<file path="src/cps15_consts.svh">
//////////////////////////////////////////////////
// SDRAM layout and download map constants for the CPS-1.5 memory side.
// Include this header wherever the region numbers are needed
//////////////////////////////////////////////////

`ifndef CPS15_CONSTS_SVH
`define CPS15_CONSTS_SVH

// Bus widths
`define CPS15_SDRAM_AW 22           // 16-bit word address
`define CPS15_IOCTL_AW 25           // Host download byte address

// Region bases inside their banks, in 16-bit words
`define CPS15_SND_OFFSET  22'h00_0000
`define CPS15_RAM_OFFSET  22'h20_0000
`define CPS15_VRAM_OFFSET 22'h30_0000
`define CPS15_GFX_OFFSET  22'h00_0000

// Bank numbers
`define CPS15_BANK_SND 2'd0         // Sound ROM, work RAM and VRAM
`define CPS15_BANK_CPU 2'd1         // Main CPU ROM
`define CPS15_BANK_GFX 2'd2         // Object and scroll tiles

// Download stream layout in bytes
// Main CPU ROM first, then sound ROM, graphics take the rest
`define CPS15_CPU_END 25'h040_0000
`define CPS15_SND_END 25'h048_0000

// Requester slots on the multiplexer
`define CPS15_NSLOTS 5

`endif

</file>
<file path="src/cps15_pkg.sv">
//////////////////////////////////////////////////
// Shared types for the SDRAM slot multiplexer and the ROM loader.
// Referenced with cps15_pkg:: scoped names
//////////////////////////////////////////////////

`include "cps15_consts.svh"

package cps15_pkg;

    // One 32-bit SDRAM read, two consecutive 16-bit words
    // Even word in the low half, even byte in the low byte
    typedef union packed {
        logic [31:0]      word;
        logic [1:0][15:0] half;     // Indexed by word address bit 0
        logic [3:0][7:0]  bytes;    // Indexed by byte address bits 1:0
    } sdram_word_u;

    // Command held toward the SDRAM controller
    typedef struct packed {
        logic [`CPS15_SDRAM_AW-1:0] addr;
        logic [1:0]                 bank;
        logic                       rnw;
        logic [1:0]                 wrmask;     // Active low byte enables
        logic [15:0]                wdata;
    } sdram_cmd_t;

    // Programming write from the download path
    typedef struct packed {
        logic [`CPS15_SDRAM_AW-1:0] addr;
        logic [7:0]                 data;
        logic [1:0]                 mask;       // Active low, one lane enabled
        logic [1:0]                 bank;
    } prog_cmd_t;

    // Slot request toward the arbiter
    typedef struct packed {
        logic [`CPS15_SDRAM_AW-1:0] addr;       // Word address with region offset
        logic                       wr;
    } slot_req_t;

endpackage

</file>
<file path="src/cps15_mem_top.sv">
//////////////////////////////////////////////////
// Memory side top: five requester slots, the SDRAM arbiter and the
// download loader sharing one SDRAM controller
//////////////////////////////////////////////////

`timescale 1ns/1ps
`include "cps15_consts.svh"

module cps15_mem_top (
    input  logic                        clk,
    input  logic                        rst,
    input  logic                        downloading,
    // ROM download
    input  logic [`CPS15_IOCTL_AW-1:0]  ioctl_addr,
    input  logic [7:0]                  ioctl_data,
    input  logic                        ioctl_wr,
    output logic                        prog_we,
    output cps15_pkg::prog_cmd_t        prog,
    // SDRAM controller
    input  logic                        sdram_ack,
    output logic                        sdram_req,
    output cps15_pkg::sdram_cmd_t       sdram_cmd,
    input  cps15_pkg::sdram_word_u      data_read,
    input  logic                        data_rdy,
    // Main CPU ROM
    input  logic                        main_rom_cs,
    input  logic [20:0]                 main_rom_addr,  // Word address
    output logic [15:0]                 main_rom_data,
    output logic                        main_rom_ok,
    // Work RAM and VRAM
    input  logic                        ram_cs,
    input  logic                        vram_cs,
    input  logic [16:0]                 ram_addr,
    input  logic [15:0]                 ram_din,
    input  logic [1:0]                  ram_dsn,
    input  logic                        ram_rnw,
    output logic [15:0]                 ram_data,
    output logic                        ram_ok,
    // Object and scroll graphics
    input  logic                        gfx0_cs,
    input  logic [21:0]                 gfx0_addr,
    output logic [31:0]                 gfx0_data,
    output logic                        gfx0_ok,
    input  logic                        gfx1_cs,
    input  logic [21:0]                 gfx1_addr,
    output logic [31:0]                 gfx1_data,
    output logic                        gfx1_ok,
    // Sound CPU ROM
    input  logic                        snd_cs,
    input  logic [18:0]                 snd_addr,       // Byte address
    output logic [7:0]                  snd_data,
    output logic                        snd_ok
);
    localparam logic [21:0] SND_BASE = `CPS15_SND_OFFSET << 1;

    logic [`CPS15_NSLOTS-1:0]                 slot_valid;
    logic [`CPS15_NSLOTS-1:0]                 slot_done;
    cps15_pkg::slot_req_t [`CPS15_NSLOTS-1:0] slot_req;
    cps15_pkg::sdram_word_u                   slot_rdata;
    logic [21:0] ram_full;
    logic [21:0] gfx0_full, gfx1_full, snd_full;

    assign ram_full  = (ram_cs ? `CPS15_RAM_OFFSET : `CPS15_VRAM_OFFSET) + {5'd0, ram_addr};
    assign gfx0_full = `CPS15_GFX_OFFSET + gfx0_addr;
    assign gfx1_full = `CPS15_GFX_OFFSET + gfx1_addr;
    assign snd_full  = SND_BASE + {3'd0, snd_addr};

    cps15_slot #(.DW(16)) u_main_rom (
        .clk(clk), .rst(rst), .cs(main_rom_cs), .rnw(1'b1),
        .addr({1'b0, main_rom_addr}), .din(16'd0),
        .done(slot_done[0]), .rdata(slot_rdata), .ok(main_rom_ok),
        .data(main_rom_data), .valid(slot_valid[0]), .req(slot_req[0])
    );

    cps15_slot #(.DW(16)) u_ram (
        .clk(clk), .rst(rst), .cs(ram_cs | vram_cs), .rnw(ram_rnw),
        .addr(ram_full), .din(ram_din),
        .done(slot_done[1]), .rdata(slot_rdata), .ok(ram_ok),
        .data(ram_data), .valid(slot_valid[1]), .req(slot_req[1])
    );

    cps15_slot #(.DW(32)) u_gfx0 (   // Objects
        .clk(clk), .rst(rst), .cs(gfx0_cs), .rnw(1'b1),
        .addr(gfx0_full), .din(16'd0),
        .done(slot_done[2]), .rdata(slot_rdata), .ok(gfx0_ok),
        .data(gfx0_data), .valid(slot_valid[2]), .req(slot_req[2])
    );

    cps15_slot #(.DW(32)) u_gfx1 (   // Scroll tiles
        .clk(clk), .rst(rst), .cs(gfx1_cs), .rnw(1'b1),
        .addr(gfx1_full), .din(16'd0),
        .done(slot_done[3]), .rdata(slot_rdata), .ok(gfx1_ok),
        .data(gfx1_data), .valid(slot_valid[3]), .req(slot_req[3])
    );

    cps15_slot #(.DW(8)) u_snd (
        .clk(clk), .rst(rst), .cs(snd_cs), .rnw(1'b1),
        .addr(snd_full), .din(16'd0),
        .done(slot_done[4]), .rdata(slot_rdata), .ok(snd_ok),
        .data(snd_data), .valid(slot_valid[4]), .req(slot_req[4])
    );

    // sdram_ack goes to both, the arbiter holds no request while downloading
    cps15_sdram_arb u_arb (
        .clk(clk), .rst(rst), .downloading(downloading),
        .valid(slot_valid), .req(slot_req),
        .wdata(ram_din), .wrmask(ram_dsn),
        .sdram_ack(sdram_ack), .data_rdy(data_rdy), .data_read(data_read),
        .done(slot_done), .rdata(slot_rdata),
        .sdram_req(sdram_req), .cmd(sdram_cmd)
    );

    cps15_rom_loader u_loader (
        .clk(clk), .rst(rst), .downloading(downloading),
        .ioctl_addr(ioctl_addr), .ioctl_data(ioctl_data), .ioctl_wr(ioctl_wr),
        .sdram_ack(sdram_ack), .prog_we(prog_we), .prog(prog)
    );

endmodule

</file>
<file path="src/cps15_rom_loader.sv">
//////////////////////////////////////////////////
// Turns the host download byte stream into SDRAM programming writes.
// One write per ioctl_wr, held until the controller acknowledges it
//////////////////////////////////////////////////

`timescale 1ns/1ps
`include "cps15_consts.svh"

module cps15_rom_loader (
    input  logic                        clk,
    input  logic                        rst,
    input  logic                        downloading,
    input  logic [`CPS15_IOCTL_AW-1:0]  ioctl_addr,
    input  logic [7:0]                  ioctl_data,
    input  logic                        ioctl_wr,
    input  logic                        sdram_ack,
    output logic                        prog_we,
    output cps15_pkg::prog_cmd_t        prog
);
    localparam int IW = `CPS15_IOCTL_AW;
    localparam int AW = `CPS15_SDRAM_AW;

    logic          is_cpu, is_snd;
    logic [IW-1:0] start;       // Region start in the byte stream
    logic [AW-1:0] offset;
    logic [1:0]    bank;
    logic [IW-1:0] rel;
    logic [IW-1:0] sum;
    logic          take;

    assign is_cpu = ioctl_addr < `CPS15_CPU_END;
    assign is_snd = !is_cpu && ioctl_addr < `CPS15_SND_END;

    always_comb begin
        if (is_cpu) begin
            start  = '0;
            offset = '0;
            bank   = `CPS15_BANK_CPU;
        end else if (is_snd) begin
            start  = `CPS15_CPU_END;
            offset = `CPS15_SND_OFFSET;
            bank   = `CPS15_BANK_SND;
        end else begin
            start  = `CPS15_SND_END;
            offset = `CPS15_GFX_OFFSET;
            bank   = `CPS15_BANK_GFX;
        end
    end

    // Offset is in words, so it joins the byte address shifted up
    assign rel  = ioctl_addr - start;
    assign sum  = rel + IW'({offset, 1'b0});
    assign take = downloading && ioctl_wr && !prog_we;  // Busy drops the byte

    always_ff @(posedge clk) begin
        if (rst) begin
            prog_we <= 1'b0;
        end else if (prog_we) begin
            if (sdram_ack) prog_we <= 1'b0;
        end else if (take) begin
            prog_we <= 1'b1;
        end
    end

    always_ff @(posedge clk) begin
        if (take) begin
            prog.addr <= sum[AW:1];
            prog.data <= ioctl_data;
            prog.mask <= ioctl_addr[0] ? 2'b01 : 2'b10;  // Odd byte goes high
            prog.bank <= bank;
        end
    end

    a_we_held: assert property (@(posedge clk) disable iff (rst)
        prog_we && !sdram_ack |=> prog_we);

endmodule

</file>
<file path="src/cps15_sdram_arb.sv">
//////////////////////////////////////////////////
// Fixed-priority arbiter between the slots and the SDRAM controller.
// Slot 0 wins, one transaction outstanding at a time
//////////////////////////////////////////////////

`timescale 1ns/1ps
`include "cps15_consts.svh"

module cps15_sdram_arb (
    input  logic                                        clk,
    input  logic                                        rst,
    input  logic                                        downloading,
    input  logic [`CPS15_NSLOTS-1:0]                    valid,
    input  cps15_pkg::slot_req_t [`CPS15_NSLOTS-1:0]    req,
    input  logic [15:0]                                 wdata,
    input  logic [1:0]                                  wrmask,
    input  logic                                        sdram_ack,
    input  logic                                        data_rdy,
    input  cps15_pkg::sdram_word_u                      data_read,
    output logic [`CPS15_NSLOTS-1:0]                    done,
    output cps15_pkg::sdram_word_u                      rdata,
    output logic                                        sdram_req,
    output cps15_pkg::sdram_cmd_t                       cmd
);
    localparam int SW = $clog2(`CPS15_NSLOTS);

    localparam logic [1:0] ST_IDLE = 2'd0;
    localparam logic [1:0] ST_ACK  = 2'd1;   // Request out, waiting for sdram_ack
    localparam logic [1:0] ST_DATA = 2'd2;   // Waiting for data_rdy

    logic [1:0]               state;
    logic [SW-1:0]            sel;
    logic [SW-1:0]            pick;
    logic [`CPS15_NSLOTS-1:0] avail;
    logic                     grant;

    // The slot served last cycle still shows valid for one more cycle
    assign avail = valid & ~done;
    assign grant = state == ST_IDLE && |avail && !downloading;

    // Lowest index has the highest priority
    always_comb begin
        pick = '0;
        for (int i = `CPS15_NSLOTS - 1; i >= 0; i--) begin
            if (avail[i]) pick = SW'(i);
        end
    end

    function automatic logic [1:0] slot_bank(input logic [SW-1:0] idx);
        case (idx)
            0:       slot_bank = `CPS15_BANK_CPU;
            2, 3:    slot_bank = `CPS15_BANK_GFX;   // Object and scroll tiles
            default: slot_bank = `CPS15_BANK_SND;   // RAM and VRAM live here too
        endcase
    endfunction

    always_ff @(posedge clk) begin
        if (rst) begin
            state     <= ST_IDLE;
            sdram_req <= 1'b0;
            done      <= '0;
        end else begin
            done <= '0;
            case (state)
                ST_IDLE: begin
                    if (grant) begin
                        sdram_req <= 1'b1;
                        state     <= ST_ACK;
                    end
                end
                ST_ACK: begin
                    if (sdram_ack) begin
                        sdram_req <= 1'b0;
                        state     <= ST_DATA;
                    end
                end
                ST_DATA: begin
                    if (data_rdy) begin     // Also closes a write
                        done[sel] <= 1'b1;
                        state     <= ST_IDLE;
                    end
                end
                default: state <= ST_IDLE;
            endcase
        end
    end

    // Command and read word
    always_ff @(posedge clk) begin
        if (grant) begin
            sel <= pick;
            cmd <= '{
                addr:   req[pick].addr,
                bank:   slot_bank(pick),
                rnw:    ~req[pick].wr,
                wrmask: req[pick].wr ? wrmask : 2'b11,
                wdata:  wdata
            };
        end
        if (state == ST_DATA && data_rdy && cmd.rnw) begin
            rdata <= data_read;
        end
    end

    a_no_req_dwnld: assert property (@(posedge clk) disable iff (rst)
        $rose(sdram_req) |-> !$past(downloading));

    a_done_onehot: assert property (@(posedge clk) disable iff (rst)
        $onehot0(done));

endmodule

</file>
<file path="src/cps15_slot.sv">
//////////////////////////////////////////////////
// Request holder for one SDRAM requester with a one-entry read cache.
// DW selects the returned lane: 8, 16 or 32 bits
//////////////////////////////////////////////////

`timescale 1ns/1ps
`include "cps15_consts.svh"

module cps15_slot #(
    parameter int DW = 16
) (
    input  logic                        clk,
    input  logic                        rst,
    input  logic                        cs,
    input  logic                        rnw,
    input  logic [`CPS15_SDRAM_AW-1:0]  addr,   // Byte address when DW is 8
    input  logic [15:0]                 din,
    input  logic                        done,
    input  cps15_pkg::sdram_word_u      rdata,
    output logic                        ok,
    output logic [DW-1:0]               data,
    output logic                        valid,
    output cps15_pkg::slot_req_t        req
);
    localparam int AW = `CPS15_SDRAM_AW;

    logic [AW-1:0] pend_addr;   // Address in flight or last served
    logic          pend_wr;
    logic [AW-1:0] cache_addr;
    logic          cache_vld;
    logic          wr_done;
    logic [AW-1:0] sdram_addr;
    logic [DW-1:0] lane;
    logic          hit, wr_hit, done_match, start;

    assign hit        = cache_vld && rnw && addr == cache_addr;
    assign wr_hit     = wr_done && !rnw && addr == pend_addr;
    assign done_match = addr == pend_addr && rnw == !pend_wr;
    assign start      = cs && !valid && !hit && !wr_hit;

    // Reads go out 32-bit aligned, the lane comes from the low bits
    generate
        if (DW == 32) begin : g_word
            assign lane       = rdata.word;
            assign sdram_addr = {pend_addr[AW-1:1], 1'b0};
        end else if (DW == 16) begin : g_half
            assign lane       = rdata.half[pend_addr[0]];
            assign sdram_addr = pend_wr ? pend_addr : {pend_addr[AW-1:1], 1'b0};
        end else begin : g_byte
            assign lane       = rdata.bytes[pend_addr[1:0]];
            assign sdram_addr = {1'b0, pend_addr[AW-1:2], 1'b0};
        end
    endgenerate

    assign req = '{addr: sdram_addr, wr: pend_wr};

    always_ff @(posedge clk) begin
        if (rst) begin
            ok        <= 1'b0;
            valid     <= 1'b0;
            cache_vld <= 1'b0;
            wr_done   <= 1'b0;
        end else begin
            ok <= cs && (done ? done_match : (hit || wr_hit));
            if (start) begin
                valid   <= 1'b1;
                wr_done <= 1'b0;
            end else if (done) begin
                valid     <= 1'b0;
                wr_done   <= pend_wr;
                cache_vld <= !pend_wr;  // A write drops the cached read
            end
            if (!cs) wr_done <= 1'b0;
        end
    end

    always_ff @(posedge clk) begin
        if (start) begin
            pend_addr <= addr;
            pend_wr   <= !rnw;
        end
        if (done) begin
            if (pend_wr) begin
                data <= DW'(din);   // Write echo
            end else begin
                data       <= lane;
                cache_addr <= pend_addr;
            end
        end
    end

    a_req_held: assert property (@(posedge clk) disable iff (rst)
        valid && !done |=> valid && $stable(req));

endmodule

</file>
<file path="config.mk">
export PLATFORM = sky130hd
export DESIGN_NAME = cps15_mem_top
export DESIGN_NICKNAME = d
export VERILOG_FILES = /design/src/cps15_pkg.sv /design/src/cps15_mem_top.sv /design/src/cps15_rom_loader.sv /design/src/cps15_sdram_arb.sv /design/src/cps15_slot.sv
export VERILOG_INCLUDE_DIRS = /design/src
export SDC_FILE = /design/constraint.sdc
export NUM_CORES = 1
export LEC_CHECK = 0
export ABC_CLOCK_PERIOD_IN_PS = 4300
export BUFFER_PORTS_ARGS = -buffer_cell sky130_fd_sc_hd__clkbuf_2
export CAP_MARGIN = 40
export CORE_MARGIN = 2
export CORE_UTILIZATION = 56
export DETAILED_ROUTE_END_ITERATION = 10
export PLACE_DENSITY = 0.76
export SLEW_MARGIN = 20
export SYNTH_ARGS = -nofsm -noshare
export SYNTH_HDL_FRONTEND = slang
export SYNTH_HIERARCHICAL = 1
export SYNTH_SLANG_ARGS = --single-unit
</file>
<file path="constraint.sdc">
create_clock -name clk -period 4.3 [get_ports clk]
set_clock_uncertainty 0.2 [all_clocks]
set_input_delay 0.86 -clock clk [delete_from_list [all_inputs] [get_ports clk]]
set_output_delay 0.86 -clock clk [all_outputs]
set_load 0.01 [all_outputs]
</file>
Yosys cells after proc, flatten, opt, wreduce, memory -nomap -nowiden. Cells that the tools add are included.

$lt $le $gt $ge: 8. Reductions and logical operators: 70. Bitwise operators: 13. Add/subtract/negate cells: 2. Multiplexer cells: 48. Equal/unequal tests: 18.

Operators by type and width (count): $eq 22x22->1 (6); $mux 16 (5); $bmux 23 s3 (1); $lt 25x23->1 const B (2); $mux 23 (2); $eq 21x21->1 (2); $eq 19x19->1 (2); $logic_and 1x1->1 (33); $sub 23x23->23 (1); $add 22x17->22 (1); $mux 1 (22); $mux 21 (1); $mux 20 (1); $bmux 8 s2 (1); $logic_not 1->1 (16); $mux 3 (5); $reduce_and 2->1 (6); $reduce_bool 2->1 (6); $mux 2 (5); $not 1->1 (10); $lt 3x4->1 const B (2); $mux 8 (1); $eq 3x2->1 const B (2); $pmux 2 s3 (1); other kinds (21) (25).

Register bits: 454. Output and inout bits: 188. Logic and storage cells: 206. Input bits: 197.

Logic depth before layout (Yosys ltp).
Word-level depth: 10. Depth in mapped cells: 8. Depth with buffers taken out: 7.

Hierarchy. Netlist, hierarchy kept.

Modules (own cells, without submodules): cps15_slot (u_gfx0 ...) (area an instance 3500.9 µm², cells an instance 219, times used 2, sequential area each 2392.3 µm²); cps15_slot (u_main_rom ...) (area an instance 3062.9 µm², cells an instance 220, times used 2, sequential area each 1911.8 µm²); cps15_sdram_arb (area an instance 3961.3 µm², cells an instance 271, times used 1, sequential area each 2502.4 µm²); cps15_slot (u_snd) (area an instance 2806.4 µm², cells an instance 178, times used 1, sequential area each 1671.6 µm²); cps15_rom_loader (area an instance 1173.6 µm², cells an instance 55, times used 1, sequential area each 1041.0 µm²); cps15_mem_top (area an instance 17.5 µm², cells an instance 4, times used 1, sequential area each 0.0 µm²).

Worst setup path after synthesis. Ideal clock, no wire load.

Path kind: register -> register. Start point: reg u_arb.done[2]. End point: reg u_arb/cmd[0] (netlist name), enable pin. Path slack: 1241 ps. Setup time: 464 ps. Stages on the path, launching flop included: 6. Buffers on the path: 1. Arrival: 2395 ps. Clock period less this slack: 3059 ps. Cell sequence: dfxtp_1 -> nand2b_1 -> buf_6 -> nand2_4 -> o21ai_0 -> inv_1.

Longest elaborated chain between the ends: 5.

RTL lines: start: declaration (line cps15_sdram_arb.sv:20) `` output logic [`CPS15_NSLOTS-1:0] done, ``; start signal: assignment (line cps15_sdram_arb.sv:61) `done <= '0;`; start signal: assignment (line cps15_sdram_arb.sv:63) `done <= '0;`; start signal: indexed assignment (line cps15_sdram_arb.sv:79) `done[sel] <= 1'b1;`; $not 5->5 (line cps15_sdram_arb.sv:38) `assign avail = valid & ~done;`; $and 5x5->5 (line cps15_sdram_arb.sv:38); $reduce_or 5->1 (line cps15_sdram_arb.sv:39) `assign grant = state == ST_IDLE && |avail && !downloading;`; $logic_and 1x1->1 (2 in a row) (line cps15_sdram_arb.sv:39); via u_arb.grant (line cps15_sdram_arb.sv:35) `logic grant;`; end signal: assignment (line cps15_sdram_arb.sv:92) `cmd <= '{`; end: declaration (line cps15_sdram_arb.sv:23) `output cps15_pkg::sdram_cmd_t cmd`.

The timed path passes the listed nets, and every way through them passes these cells. A chain may end at the register's enable or synchronous reset.

Worst setup path in the final report.
Start point: reg u_arb.done[2]. End point: reg u_arb/cmd[22] (netlist name) (data pin).

Longest elaborated chain between the ends: 7.

RTL lines: $not 5->5 (line cps15_sdram_arb.sv:38); $and 5x5->5 (line cps15_sdram_arb.sv:38); $mux 3 (3 in a row) (line cps15_sdram_arb.sv:45) `if (avail[i]) pick = SW'(i);`; $bmux 23 s3 (line cps15_sdram_arb.sv:93) `addr: req[pick].addr,`; $mux 23.

No other way between the ends. The select of a mux whose other input is x is not followed.

==> impl_metrics.py <==
metrics = {
    "status": {
        "status": "completed",
    },
    "timing": {
        "report.final.slew_viol_count": 0,
        "finalSetupViolations": 0,
        "final-hold-violation-count": 0,
        "min_period_ns": 3.01,
        "tightest_slew_ns": 0.816,
        "slew_headroom_pct": 45.2,
        "rsz0062_at_grt": "no",
        "max_clock_freq_mhz": 332,
        "fin_tns_setup_ns": 0,
        "post-route-period-util_pct": 70.0,
    },
    "floorplan": {
        "num_io_pins": 385,
        "core_um2": 37400,
        "dieArea_um2": 39200,
        "die_x_um": 198,
        "initial_utilization_pct": 56.4,
        "row_count": 71,
        "die_h_um": 198,
    },
    "worst_setup_path": {
        "startpoint_type": "flip-flop",
        "required_ns": 4.42,
        "critPathKind": "flip-flop to flip-flop",
        "crit_fanout": 29,
        "critPathArrivalTime_ns": 3.13,
        "end_kind": "flip-flop",
    },
    "clock_tree": {
        "cts_resized": 0,
        "h-tree-depth": 2,
        "cts_setup_buffers": 0,
        "clk_pin_slew_ns": 0.06,
        "cts_buffers": 49,
        "clk_latency_ns": 0.58,
        "ctsHoldBuffers": 0,
        "ctsLongestPathBuffers": 3,
        "clkSinkCount": 470,
        "clockRootBuffer": "clkbuf_16",
        "tritoncts": "done",
    },
    "cells_and_area": {
        "layout-drive-gt1-share_pct": 33.0,
        "final_nets": 1981,
        "final_cells": 2333,
        "final_util_pct": 66.4,
        "final_common_cell": "edfxtp_1",
        "final_cell_mix": "edfxtp_1, clkbuf_2, xor2_1",
        "area_growth_pct": 17.8,
        "fill_cells": 2646,
    },
    "synth": {
        "yosys_warnings": 6,
        "synth-edff-count": 441,
        "ys_seq_area_share_pct": 65.6,
        "synthDistinctLibCells": 60,
        "ys.flop_type": "edfxtp_1",
        "synth_area_um2": 21100,
        "avgSynthCellArea_um2": 15.2,
        "synth_seq_cells": 470,
        "async_flop_share_pct": 0,
        "netlist_instances": 1386,
    },
    "power": {
        "cellLeakagePower_nw": 9.64,
        "p_switching_mw": 2.43,
        "pwr-share-seq_pct": 50.4,
        "switching_share_pct": 23.0,
        "p_total_mw": 10.6,
        "p_int_mw": 8.15,
        "combPwrFrac_pct": 9.0,
        "clkPwrFrac_pct": 40.6,
        "powerDensity_nw_per_um2": 426,
        "ir_worst_vdd_v": 0.000300,
    },
    "place": {
        "numPortBuffers": 384,
        "hpwlAfterDp_um": 40900,
        "routabilityCongestion": 0.940,
        "dp_cells": 2240,
    },
    "detailed_routing": {
        "drtIter0Drc": 1160,
        "drt_wl_total_um": 54800,
        "ant_nets": 0,
        "post_drt_wl_per_cell_um": 23.5,
        "drc_errors": 0,
        "vias": 12600,
        "viasPerCell": 5.42,
        "first_pass_iters": 7,
    },
    "global_routing": {
        "grt_pass1_wl_um": 78400,
        "overflow": 0,
        "global_route.usage.total_pct": 27.6,
        "grt_pass1_vias": 12700,
        "grt_antenna_before_repair": 3,
        "grt_max_degree": 40,
    },
    "run": {
        "maxCapViolations": 0,
    },
    "worst_hold_path": {
        "min_path_type": "input port to flip-flop",
    },
}
## layer usage
metal | part of all wire, % | track usage [%] | up-vias
li1 | - | - | 5748
met1 | 38 | 34.1 | 6223
met2 | 49 | 46.8 | 565
met3 | 8.1 | 6.17 | 110
met4 | 4.3 | 12.0 | 0
met5 | 0 | 0 | -
## registers in the layout, indices dropped and copies added, names as in the netlist, 32 cells and up
signal,count
u_gfx0/data,32
u_loader/prog,34
u_gfx1/data,32
u_arb/cmd,43
u_arb/rdata,32
## synth_stat cells (7+ instances only)
master | instances | share of area, %
xor2_1 | 196 | 8.1
and3b_1 | 22 | 0.91
nor2b_1 | 46 | 1.4
nor3_1 | 9 | 0.21
nor3b_1 | 7 | 0.25
buf_4 | 114 | 4.1
nand2b_1 | 7 | 0.21
nor4_1 | 39 | 1.2
nand4_1 | 13 | 0.39
nor2_1 | 15 | 0.27
inv_1 | 17 | 0.30
mux4_1 | 8 | 1.0
mux2i_1 | 37 | 1.8
dfxtp_1 | 29 | 2.8
xnor2_1 | 31 | 1.3
mux2_2 | 42 | 2.2
a311oi_1 | 22 | 0.91
buf_6 | 10 | 0.53
o2bb2ai_1 | 22 | 0.91
mux2_4 | 24 | 1.7
o21ai_1 | 28 | 0.66
o21ai_0 | 33 | 0.78
edfxtp_1 | 441 | 63
clkbuf_1 | 28 | 0.50
nand2_1 | 47 | 0.84
## kinds of logic after synthesis
group | Yosys count | share of synthesized area, %
DFF | 470 | 65.6
and+or+nand+nor | 255 | 7.63
xor gates and xnor gates | 227 | 9.43
buffers and inverters | 176 | 5.54
AOI/OAI and AO/OA | 139 | 4.88
muxes | 112 | 6.76
other | 5 | 0.0890
adders and majority gates | 2 | 0.119
## worst paths after layout
| path | from | end | slack (ns) | cells past startpoint |
|---|---|---|---|---|
| max | u_arb/done[2] | u_arb/cmd[22] | 1.29 | 5 |
| min | data_read[31] | u_arb/rdata[31] | 0.25 | 1 |
| max reg2reg | u_arb/done[2] | u_arb/cmd[22] | 1.29 | 5 |
| min reg2reg | u_gfx0/pend_addr[0] | u_gfx0/cache_addr[0] | 0.28 | 0 |
## critical path, cell delays in order, from the launching register on
cell and delay (ns):
dfxtp_2 0.59, nand2b_1 0.67, buf_4 0.27, nand2_4 0.06, or3_4 0.59, mux2_1 0.37
## power by group through the flow
stage	sequential, mW	combinational [mW]	clock [mW]
global placement	5.43	0.901	0
detailed placement	5.43	0.933	0
finish	5.34	0.949	4.29
floorplan	5.41	0.591	0
global route	5.35	1.02	4.53
CTS	5.34	0.940	4.38
## area by class of cell
| class | instances | area (um2) | share of cell area [%] |
|---|---|---|---|
| repair buffers | 413 | 2210 | 8.90 |
| flip-flops and latches | 470 | 13800 | 55.6 |
| well taps | 511 | 639 | 2.57 |
| clock buffers | 60 | 1330 | 5.35 |
| clock inverters | 28 | 297 | 1.19 |
| multi-input cells | 831 | 6470 | 26.0 |
| inverters | 17 | 63.8 | 0.257 |
| diodes | 3 | 7.51 | 0.0302 |
## stage by stage
stage / hold WS, ns / worst slack (ns) / instance area (um2)
2_1_floorplan: 0.247 / 1.24 / 21400
3_3_place_gp: 0.250 / 1.23 / 23100
3_5_place_dp: 0.261 / 1.22 / 23200
4_1_cts: 0.225 / 1.32 / 24800
5_1_grt: 0.223 / 1.16 / 24800
6_report: 0.250 / 1.29 / 24800
(Power assumes the default switching activity.)
